File: src/verilog/trace_enc_params.svh
`ifndef TRACE_ENC_PARAMS_SVH
`define TRACE_ENC_PARAMS_SVH

// instruction address and tval width
`define TRACE_ENC_AW 32

// exception cause width
`define TRACE_ENC_CAUSEW 5

// max branches held before a packet is forced
`define TRACE_ENC_BMAP_DEPTH 31

// apb byte offsets
`define TRACE_ENC_REG_CTRL   8'h00
`define TRACE_ENC_REG_RESYNC 8'h04
`define TRACE_ENC_REG_PKTCNT 8'h08

`endif

File: src/verilog/trace_enc_pkg.sv
`default_nettype none

`include "trace_enc_params.svh"

package trace_enc_pkg;

    // format 0 not supported
    typedef enum logic [1:0] {
        F_DIFF_DELTA = 2'd1,
        F_ADDR_ONLY  = 2'd2,
        F_SYNC       = 2'd3
    } trace_format_e;

    // sync subformats, context (2) left out
    typedef enum logic [1:0] {
        SF_START   = 2'd0,
        SF_TRAP    = 2'd1,
        SF_SUPPORT = 2'd3
    } trace_sync_sub_e;

    typedef logic [$clog2(`TRACE_ENC_BMAP_DEPTH + 1)-1:0] trace_brcnt_t;
    typedef logic [`TRACE_ENC_BMAP_DEPTH-1:0]             trace_bmap_t;

    // one retired instruction as reported by the core
    typedef struct packed {
        logic [`TRACE_ENC_AW-1:0]     iaddr;
        logic                         is_branch;  // conditional branch
        logic                         taken;
        logic                         updiscon;   // indirect jump
        logic                         exception;
        logic                         retired;
        logic [`TRACE_ENC_CAUSEW-1:0] cause;
        logic [`TRACE_ENC_AW-1:0]     tval;
        logic [1:0]                   priv;
        logic                         qualified;
    } trace_instr_t;

    typedef struct packed {
        trace_instr_t lc;
        trace_instr_t tc;
        trace_instr_t nc;
        logic         enc_enabled;
        logic         enc_disabled;
        logic         step;
    } trace_win_t;

    typedef struct packed {
        trace_format_e   format;
        trace_sync_sub_e subformat;
        logic            thaddr;
        logic            use_tc_cause;  // 0 lc cause/tval, 1 tc
        logic            flush;         // clear branch map
    } trace_decision_t;

    typedef struct packed {
        trace_format_e                format;
        trace_sync_sub_e              subformat;
        trace_brcnt_t                 branches;
        trace_bmap_t                  branch_map;
        logic [`TRACE_ENC_AW-1:0]     address;
        logic                         thaddr;
        logic [`TRACE_ENC_CAUSEW-1:0] cause;
        logic [`TRACE_ENC_AW-1:0]     tval;
        logic [1:0]                   priv;
    } trace_packet_t;

endpackage

`default_nettype wire

File: src/verilog/trace_enc_apb_regs.sv
`default_nettype none

`include "trace_enc_params.svh"

module trace_enc_apb_regs (
    input  logic        clk_i,
    input  logic        rst_ni,
    input  logic        psel_i,
    input  logic        penable_i,
    input  logic        pwrite_i,
    input  logic [7:0]  paddr_i,
    input  logic [31:0] pwdata_i,
    input  logic        pkt_accepted_i,
    output logic [31:0] prdata_o,
    output logic        pready_o,
    output logic        pslverr_o,
    output logic        enable_o,
    output logic [15:0] resync_max_o
);

    logic        enable_q;
    logic [15:0] resync_q;
    logic [31:0] pktcnt_q;
    logic        access;
    logic        hit_ctrl, hit_resync, hit_pktcnt;

    assign access     = psel_i & penable_i;  // access phase only
    assign hit_ctrl   = paddr_i == `TRACE_ENC_REG_CTRL;
    assign hit_resync = paddr_i == `TRACE_ENC_REG_RESYNC;
    assign hit_pktcnt = paddr_i == `TRACE_ENC_REG_PKTCNT;

    assign pready_o  = 1'b1;  // no wait states
    assign pslverr_o = access & ~(hit_ctrl | hit_resync | hit_pktcnt);

    // read mux, unmapped reads as zero
    always_comb begin
        prdata_o = '0;
        if (hit_ctrl)   prdata_o = {31'b0, enable_q};
        if (hit_resync) prdata_o = {16'b0, resync_q};
        if (hit_pktcnt) prdata_o = pktcnt_q;
    end

    always_ff @(posedge clk_i or negedge rst_ni) begin
        if (!rst_ni) begin
            enable_q <= 1'b0;
            resync_q <= 16'h0100;
            pktcnt_q <= '0;
        end else begin
            if (access && pwrite_i && hit_ctrl)   enable_q <= pwdata_i[0];
            if (access && pwrite_i && hit_resync) resync_q <= pwdata_i[15:0];
            if (access && pwrite_i && hit_pktcnt) begin
                pktcnt_q <= '0;  // any write clears
            end else if (pkt_accepted_i) begin
                pktcnt_q <= pktcnt_q + 32'd1;
            end
        end
    end

    assign enable_o     = enable_q;
    assign resync_max_o = resync_q;

endmodule

`default_nettype wire

File: src/verilog/trace_enc_window.sv
`default_nettype none

module trace_enc_window import trace_enc_pkg::*; (
    input  logic         clk_i,
    input  logic         rst_ni,
    input  logic         enable_i,
    input  logic         trace_valid_i,
    input  trace_instr_t trace_instr_i,
    input  logic         emit_ready_i,
    output logic         trace_ready_o,
    output trace_win_t   win_o,
    output logic         win_step_o
);

    trace_instr_t lc_q, tc_q;  // nc is the incoming item itself
    trace_instr_t nc_slot;
    logic         en_prev_q;   // enable seen at the previous step
    logic         accept, bubble, step;

    assign trace_ready_o = enable_i & emit_ready_i;
    assign accept        = trace_valid_i & trace_ready_o;

    // disabling pushes unqualified bubbles until the enable edge is consumed
    // first one resolves the last instruction, next one reports the disable
    assign bubble  = ~enable_i & en_prev_q & emit_ready_i;
    assign step    = accept | bubble;
    assign nc_slot = bubble ? '0 : trace_instr_i;

    assign win_o.lc           = lc_q;
    assign win_o.tc           = tc_q;
    assign win_o.nc           = nc_slot;
    assign win_o.enc_enabled  = accept & ~en_prev_q;
    assign win_o.enc_disabled = bubble & ~tc_q.qualified;  // last instr already resolved
    assign win_o.step         = step;
    assign win_step_o         = step;

    always_ff @(posedge clk_i or negedge rst_ni) begin
        if (!rst_ni) begin
            lc_q      <= '0;
            tc_q      <= '0;
            en_prev_q <= 1'b0;
        end else if (step) begin
            lc_q      <= tc_q;  // shift nc -> tc -> lc
            tc_q      <= nc_slot;
            // hold the old enable until the bubble reaches tc
            en_prev_q <= enable_i | (bubble & tc_q.qualified);
        end
    end

    // the core keeps an offered item until the window takes it
    assert property (@(posedge clk_i) disable iff (!rst_ni)
        trace_valid_i && !trace_ready_o |=> trace_valid_i && $stable(trace_instr_i));

endmodule

`default_nettype wire

File: src/verilog/trace_enc_branch_map.sv
`default_nettype none

`include "trace_enc_params.svh"

module trace_enc_branch_map import trace_enc_pkg::*; (
    input  logic         clk_i,
    input  logic         rst_ni,
    input  logic         win_step_i,
    input  trace_win_t   win_i,
    input  logic         flush_i,
    output trace_brcnt_t br_count_o,
    output trace_bmap_t  br_map_o,
    output logic         br_full_o,
    output logic         br_empty_o
);

    trace_brcnt_t count_q, count_d;
    trace_bmap_t  map_q, map_d;
    logic         record;

    assign record = win_i.tc.qualified & win_i.tc.is_branch;

    always_comb begin
        count_d = count_q;
        map_d   = map_q;
        if (win_step_i) begin
            if (flush_i) begin  // packet sent, restart map
                count_d = '0;
                map_d   = '0;
            end
            if (record) begin
                map_d[count_d] = win_i.tc.taken;  // lands in slot 0 after a flush
                count_d        = count_d + 1'b1;
            end
        end
    end

    always_ff @(posedge clk_i or negedge rst_ni) begin
        if (!rst_ni) begin
            count_q <= '0;
            map_q   <= '0;
        end else begin
            count_q <= count_d;
            map_q   <= map_d;
        end
    end

    assign br_count_o = count_q;
    assign br_map_o   = map_q;
    assign br_full_o  = count_q == trace_brcnt_t'(`TRACE_ENC_BMAP_DEPTH);
    assign br_empty_o = count_q == '0;

    // a full map must be flushed by the priority stage before the next branch
    assert property (@(posedge clk_i) disable iff (!rst_ni)
        win_step_i && record && br_full_o |-> flush_i);

endmodule

`default_nettype wire

File: src/verilog/trace_enc_priority.sv
`default_nettype none

module trace_enc_priority import trace_enc_pkg::*; (
    input  logic            clk_i,
    input  logic            rst_ni,
    input  trace_win_t      win_i,
    input  logic            win_step_i,
    input  logic            br_full_i,
    input  logic            br_empty_i,
    input  logic [15:0]     resync_max_i,
    output logic            dec_valid_o,
    output trace_decision_t dec_o,
    output logic            flush_o
);

    logic [15:0] resync_cnt_q;
    logic        lc_thaddr_q;  // thaddr of the last trap packet
    logic        found;
    logic        tc_exc_only, tc_er_n, tc_privchange, first_qualified;
    logic        resync_hit, resync_br;
    logic        nc_exc_only, nc_privchange_br;
    trace_format_e f12;  // format 1 or 2 depending on pending branches

    assign tc_exc_only      = win_i.tc.exception & ~win_i.tc.retired;
    assign tc_er_n          = win_i.tc.exception & win_i.tc.retired;
    assign tc_privchange    = win_i.tc.priv != win_i.lc.priv;
    assign first_qualified  = ~win_i.lc.qualified;  // tc qualified checked below
    assign resync_hit       = resync_cnt_q >= resync_max_i;
    assign resync_br        = resync_hit & ~br_empty_i;
    assign nc_exc_only      = win_i.nc.exception & ~win_i.nc.retired;
    assign nc_privchange_br = (win_i.nc.priv != win_i.tc.priv) & ~br_empty_i;
    assign f12              = br_empty_i ? F_ADDR_ONLY : F_DIFF_DELTA;

    // packet format flowchart for the instruction in tc
    always_comb begin
        found              = 1'b1;
        dec_o.format       = F_SYNC;
        dec_o.subformat    = SF_START;
        dec_o.thaddr       = 1'b0;
        dec_o.use_tc_cause = 1'b0;
        if (win_i.enc_enabled || win_i.enc_disabled) begin
            dec_o.subformat = SF_SUPPORT;
        end else if (!win_i.tc.qualified) begin
            found = 1'b0;
        end else if (win_i.lc.exception) begin
            if (tc_exc_only) begin
                dec_o.subformat = SF_TRAP;  // thaddr 0, lc cause
            end else if (!lc_thaddr_q) begin
                dec_o.subformat = SF_START;  // trap already reported
            end else begin
                dec_o.subformat = SF_TRAP;
                dec_o.thaddr    = 1'b1;
            end
        end else if (first_qualified || tc_privchange || (resync_hit && br_empty_i)) begin
            dec_o.subformat = SF_START;  // pending branches on resync go out first
        end else if (win_i.lc.updiscon) begin
            if (tc_exc_only) begin
                dec_o.subformat    = SF_TRAP;
                dec_o.use_tc_cause = 1'b1;
            end else begin
                dec_o.format = f12;
            end
        end else if (resync_br || tc_er_n) begin
            dec_o.format = F_DIFF_DELTA;
        end else if (nc_exc_only || nc_privchange_br || !win_i.nc.qualified) begin
            dec_o.format = f12;
        end else if (br_full_i) begin
            dec_o.format = F_DIFF_DELTA;
        end else begin
            found = 1'b0;
        end
        dec_o.flush = win_step_i & found;  // every packet empties the map
    end

    assign dec_valid_o = win_step_i & found;
    assign flush_o     = dec_o.flush;

    always_ff @(posedge clk_i or negedge rst_ni) begin
        if (!rst_ni) begin
            resync_cnt_q <= '0;
            lc_thaddr_q  <= 1'b0;
        end else if (win_step_i) begin
            if (dec_valid_o && dec_o.format == F_SYNC) begin
                resync_cnt_q <= '0;
            end else if (win_i.tc.qualified) begin
                resync_cnt_q <= resync_cnt_q + 16'd1;
            end
            if (dec_valid_o && dec_o.format == F_SYNC && dec_o.subformat == SF_TRAP) begin
                lc_thaddr_q <= dec_o.thaddr;
            end
        end
    end

endmodule

`default_nettype wire

File: src/verilog/trace_enc_emitter.sv
`default_nettype none

module trace_enc_emitter import trace_enc_pkg::*; (
    input  logic            clk_i,
    input  logic            rst_ni,
    input  trace_win_t      win_i,
    input  logic            win_step_i,
    input  logic            dec_valid_i,
    input  trace_decision_t dec_i,
    input  trace_brcnt_t    br_count_i,
    input  trace_bmap_t     br_map_i,
    input  logic            pkt_ready_i,
    output logic            emit_ready_o,
    output logic            pkt_valid_o,
    output trace_packet_t   pkt_o,
    output logic            pkt_accepted_o
);

    trace_packet_t pkt_d, pkt_q;
    logic          valid_q;
    logic          load;

    assign load = win_step_i & dec_valid_i;

    // payload from the window and the map as it was before this step
    always_comb begin
        pkt_d.format     = dec_i.format;
        pkt_d.subformat  = dec_i.subformat;
        pkt_d.branches   = br_count_i;
        pkt_d.branch_map = br_map_i;
        pkt_d.address    = win_i.tc.iaddr;  // full address, no diff
        pkt_d.thaddr     = dec_i.thaddr;
        pkt_d.cause      = dec_i.use_tc_cause ? win_i.tc.cause : win_i.lc.cause;
        pkt_d.tval       = dec_i.use_tc_cause ? win_i.tc.tval : win_i.lc.tval;
        pkt_d.priv       = win_i.tc.priv;
    end

    always_ff @(posedge clk_i or negedge rst_ni) begin
        if (!rst_ni) begin
            valid_q <= 1'b0;
        end else if (load) begin
            valid_q <= 1'b1;
        end else if (pkt_ready_i) begin
            valid_q <= 1'b0;  // taken by the sink
        end
    end

    always_ff @(posedge clk_i) begin
        if (load) pkt_q <= pkt_d;
    end

    // single slot, free when empty or draining this cycle
    assign emit_ready_o   = ~valid_q | pkt_ready_i;
    assign pkt_valid_o    = valid_q;
    assign pkt_o          = pkt_q;
    assign pkt_accepted_o = valid_q & pkt_ready_i;

    // stalled packet holds and the window does not move under it
    assert property (@(posedge clk_i) disable iff (!rst_ni)
        pkt_valid_o && !pkt_ready_i |-> !win_i.step ##1 pkt_valid_o && $stable(pkt_o));

endmodule

`default_nettype wire

File: src/verilog/trace_enc_top.sv
`default_nettype none

module trace_enc_top import trace_enc_pkg::*; (
    input  logic          clk_i,
    input  logic          rst_ni,
    input  logic          psel_i,
    input  logic          penable_i,
    input  logic          pwrite_i,
    input  logic [7:0]    paddr_i,
    input  logic [31:0]   pwdata_i,
    output logic [31:0]   prdata_o,
    output logic          pready_o,
    output logic          pslverr_o,
    input  logic          trace_valid_i,
    input  trace_instr_t  trace_instr_i,
    output logic          trace_ready_o,
    output logic          pkt_valid_o,
    input  logic          pkt_ready_i,
    output trace_packet_t pkt_o
);

    trace_win_t      win;
    trace_decision_t dec;
    trace_brcnt_t    br_count;
    trace_bmap_t     br_map;
    logic            win_step, br_full, br_empty;
    logic            dec_valid, flush, emit_ready, pkt_accepted, enable;
    logic [15:0]     resync_max;

    trace_enc_apb_regs u_apb_regs (
        .clk_i, .rst_ni, .psel_i, .penable_i, .pwrite_i, .paddr_i, .pwdata_i,
        .pkt_accepted_i (pkt_accepted),
        .prdata_o, .pready_o, .pslverr_o,
        .enable_o       (enable),
        .resync_max_o   (resync_max)
    );

    trace_enc_window u_window (
        .clk_i, .rst_ni, .trace_valid_i, .trace_instr_i, .trace_ready_o,
        .enable_i     (enable),
        .emit_ready_i (emit_ready),
        .win_o        (win),
        .win_step_o   (win_step)
    );

    trace_enc_branch_map u_branch_map (
        .clk_i, .rst_ni,
        .win_step_i (win_step),
        .win_i      (win),
        .flush_i    (flush),
        .br_count_o (br_count),
        .br_map_o   (br_map),
        .br_full_o  (br_full),
        .br_empty_o (br_empty)
    );

    trace_enc_priority u_priority (
        .clk_i, .rst_ni,
        .win_i        (win),
        .win_step_i   (win_step),
        .br_full_i    (br_full),
        .br_empty_i   (br_empty),
        .resync_max_i (resync_max),
        .dec_valid_o  (dec_valid),
        .dec_o        (dec),
        .flush_o      (flush)
    );

    trace_enc_emitter u_emitter (
        .clk_i, .rst_ni, .pkt_ready_i, .pkt_valid_o, .pkt_o,
        .win_i          (win),
        .win_step_i     (win_step),
        .dec_valid_i    (dec_valid),
        .dec_i          (dec),
        .br_count_i     (br_count),
        .br_map_i       (br_map),
        .emit_ready_o   (emit_ready),
        .pkt_accepted_o (pkt_accepted)
    );

endmodule

`default_nettype wire

File: config.mk
export PLATFORM = sky130hd
export DESIGN_NAME = trace_enc_top
export DESIGN_NICKNAME = d
export VERILOG_FILES = /design/src/verilog/trace_enc_pkg.sv /design/src/verilog/trace_enc_apb_regs.sv /design/src/verilog/trace_enc_window.sv /design/src/verilog/trace_enc_branch_map.sv /design/src/verilog/trace_enc_priority.sv /design/src/verilog/trace_enc_emitter.sv /design/src/verilog/trace_enc_top.sv
export VERILOG_INCLUDE_DIRS = /design/src /design/src/verilog
export SDC_FILE = /design/constraint.sdc
export NUM_CORES = 1
export LEC_CHECK = 0
export BUFFER_PORTS_ARGS = -buffer_cell sky130_fd_sc_hd__buf_2
export CAP_MARGIN = 10
export CORE_AREA = 3 3 158 160
export DETAILED_ROUTE_END_ITERATION = 10
export DIE_AREA = 0 0 161 163
export HOLD_SLACK_MARGIN = 0.06
export MAX_ROUTING_LAYER = met4
export PLACE_DENSITY = 0.85
export SLEW_MARGIN = 10
export SYNTH_ARGS = -nofsm -noshare
export SYNTH_HDL_FRONTEND = slang
export SYNTH_SLANG_ARGS = --single-unit
File: constraint.sdc
create_clock -name clk_i -period 6.2 [get_ports clk_i]
set_input_delay 0.31 -clock clk_i [delete_from_list [all_inputs] [get_ports clk_i]]
set_output_delay 0.31 -clock clk_i [all_outputs]
set_load 0.005 [all_outputs]
==> results.ini <==
[status]
outcome = finished, final reports clean

[worst_setup_path]
r2r_slack_ns = 2.60
arrival_ns = 4.01
slowest_stage = nor2b_1
start_kind = register
worst-path-buf-inv = 1
crit_required_ns = 6.62
r2r_end = u_branch_map.br_map_o[23]
path_common_cell = nand2_1
cp_slowest_stage_delay_ns = 0.71
critPathMaxFanout = 8
end_kind = register
reg2reg_depth = 12
cp_cell_sequence = nor2b_1, o2111ai_1, a2111oi_2, nand2_1, o31a_2, nand2b_1, inv_1, ha_1, nand2_1, nor2_1, nand2_1, a21oi_1
cp_top_family = simple AND/OR/NAND/NOR gates
crit-reg2reg-launch = u_emitter.pkt_valid_o
critical_path_class = register to register

[cells_and_area]
stdcell_count = 1964
nets = 1761
layout_common_cells = 325 x nand2_1, 253 x buf_2, 222 x dfrtp_1, 112 x edfxtp_1, 102 x a21oi_1
drive_gt1_frac = 0.238
areaGrowthSynthToFinish_pct = 26.5
final_common_cell = nand2_1

[yosys]
yosysWarnings = 0
synth_edf_count = 112
synth-main-ff-cell = dfrtp_1
synth.avg_cell_area_sq_um = 11.0
synth-seq-cells = 335
synth_fp_nets = 1430
seq_area_frac_synth = 0.632
mappedNetlistArea_sq_um = 14200
ys_async_sr_fraction = 0.666
synthCells = 1284
synth_cell_types = 54

[sta]
fin_skew_ns = 0.0224
max_freq_ghz = 0.278
tns_ns = 0
min_period_over_period = 0.580
setup_violations = 0
relSlewSlack = 0.248
tightest_slew_ns = 1.12
rsz0062_at_grt = false
finalMaxSlewViolations = 0
hold_violations = 0
finalCriticalPeriod_ns = 3.60

[cts]
cts_tree = yes
clkTransAtPathRegs_ns = 0.06
post_cts_resized = 0
cts.path.max_buffers = 3
clock_latency_ns = 0.52
cts_root_buf = clkbuf_16
cts-htree-levels = 2
ctsHoldBuffers = 90
cts_setup_buffers = 0
cts_sinks = 335
cts_buffers = 36

[routing]
ant_nets = 0
num_vias = 11128
drc = 0
viasPerCell = 5.67
wl_per_cell_um = 19.1
drt-total-wl_um = 37400
dr.pass1.iters = 6
drt_iter0_markers = 1041

[power]
power.density_nw_per_um2 = 281
seq_power_share = 0.483
power_switching_share = 0.218
p_leak_nw = 8.20
p_int_mw = 3.93
clkPwrFrac = 0.464
switching_power_mw = 1.10
peakVddDrop_mv = 0.291
pwr-share-comb = 0.053

[placed_design]
hpwlAfterDp_um = 21100
dp_cells = 1805
gp_congestion = 0.858
port_buffers = 254

[die]
dieArea_sq_um = 26200
fp-row-count = 56
die_x_um = 161
initial_core_util = 0.601
ioPinCount = 272
core_area_sq_um = 23500
die_h_um = 163

[grt]
grt_pass1_vias = 11227
grt_pass1_wl_um = 59000
antenna_found_initial = 2
grt_max_degree = 118
grt_overflow = 0
grt_use_total = 0.290

[flow_run]
drv_cap = 0

[worst_hold_path]
whs_path_depth = 2
min_path_type = primary input to register
worstHoldStart = pwdata_i[2]
worstHoldEndpoint = u_apb_regs.resync_max_o[2]

[cell type report]
cell class                      count  area (sq um)
Multi-Input combinational cell    859          4900
Inverter                           28           105
Clock buffer                       47          1000
Antenna cell                        2          5.00
Timing Repair Buffer              355          2270
Tap cell                          319           399
Sequential cell                   335          8940
Fill cell                        1453          5640
Clock inverter                     19           283
[cell usage after synthesis (all sizes together), types with 6 or more instances]
library cell  count  area share
nor2             88       0.023
a22o             16      0.0099
and3             12      0.0053
inv              28      0.0074
clkbuf           47       0.012
nand2           326       0.086
nand2b            6      0.0027
ha               22       0.019
a21oi           103       0.036
buf              15      0.0058
mux2             54       0.043
o21ai            28      0.0099
nand4            16      0.0071
nand3            37       0.013
dfrtp           222        0.39
xor2             40       0.025
mux2i            13      0.0092
edfxtp          112        0.24
and2             22      0.0097
xnor2            12      0.0074
o22ai             6      0.0027
and4              9      0.0056
[per-layer routing]
metal	track usage	share of wire	vias up
met5	-	0	-
met2	0.477	0.50	547
met4	0.0958	0.031	0
met3	0.0626	0.079	96
met1	0.363	0.39	5449
li1	-	-	5036
[worst max-delay path by stage]
stage                                 from                        end  slack (ns)  cells past startpoint
6_report             u_emitter.pkt_valid_o  u_branch_map.br_map_o[23]        2.60                     12
5_1_grt              u_emitter.pkt_valid_o  u_branch_map.br_map_o[21]        2.34                     11
4_1_cts              u_emitter.pkt_valid_o  u_branch_map.br_map_o[22]        2.60                     11
3_5_place_dp         u_emitter.pkt_valid_o  u_branch_map.br_map_o[21]        2.64                     11
3_3_place_gp                   pkt_ready_i        u_emitter.pkt_o[26]        2.75                      7
2_1_floorplan  u_priority.resync_cnt_q[13]         u_emitter.pkt_o[0]        2.47                      8
[logic make-up (layout without fill, tap and decap cells)]
family,Yosys count,after routing,share of synthesized area
xor+xnor,52,52,0.0322
fa+ha+maj,22,22,0.0194
compound gates,173,173,0.0709
mux,67,67,0.0521
simple gates,544,544,0.168
other cells,1,3,0.000265
buf+inv,90,449,0.0257
flops,335,335,0.632
[flip-flops by register name, indices dropped and copies added, names as in the netlist]
name and flops:
u_priority.resync_cnt_q 16, u_emitter.pkt_o 112, u_window.win_o 119, u_priority.lc_thaddr_q 1, u_apb_regs.enable_o 1, u_window.en_prev_q 1
u_apb_regs.resync_max_o 16, u_branch_map.br_map_o 31, u_apb_regs.pktcnt_q 32, u_emitter.pkt_valid_o 1, u_branch_map.br_count_o 5
[through the flow]
| step | util | setup slack [ns] | power, mW | hold WS, ns | area (sq um) |
|---|---|---|---|---|---|
| after floorplan | - | 2.47 | 2.56 | 0.0144 | 14200 |
| after global placement | 0.667 | 2.75 | 2.67 | 0.428 | 15700 |
| final | 0.761 | 2.60 | 5.03 | 0.0786 | 17900 |
| after CTS | 0.760 | 2.60 | 5.03 | 0.0610 | 17900 |
| after global routing | 0.761 | 2.34 | 5.19 | 0.0626 | 17900 |
| after detailed placement | 0.667 | 2.64 | 2.68 | 0.430 | 15700 |
[power groups by stage]
stage	combinational (mW)	clock [mW]	sequential, mW
6_report	0.268	2.33	2.43
5_1_grt	0.298	2.45	2.44
4_1_cts	0.263	2.34	2.43
3_5_place_dp	0.216	0	2.47
3_3_place_gp	0.206	0	2.46
2_1_floorplan	0.111	0	2.45
(Power assumes the default switching activity.)
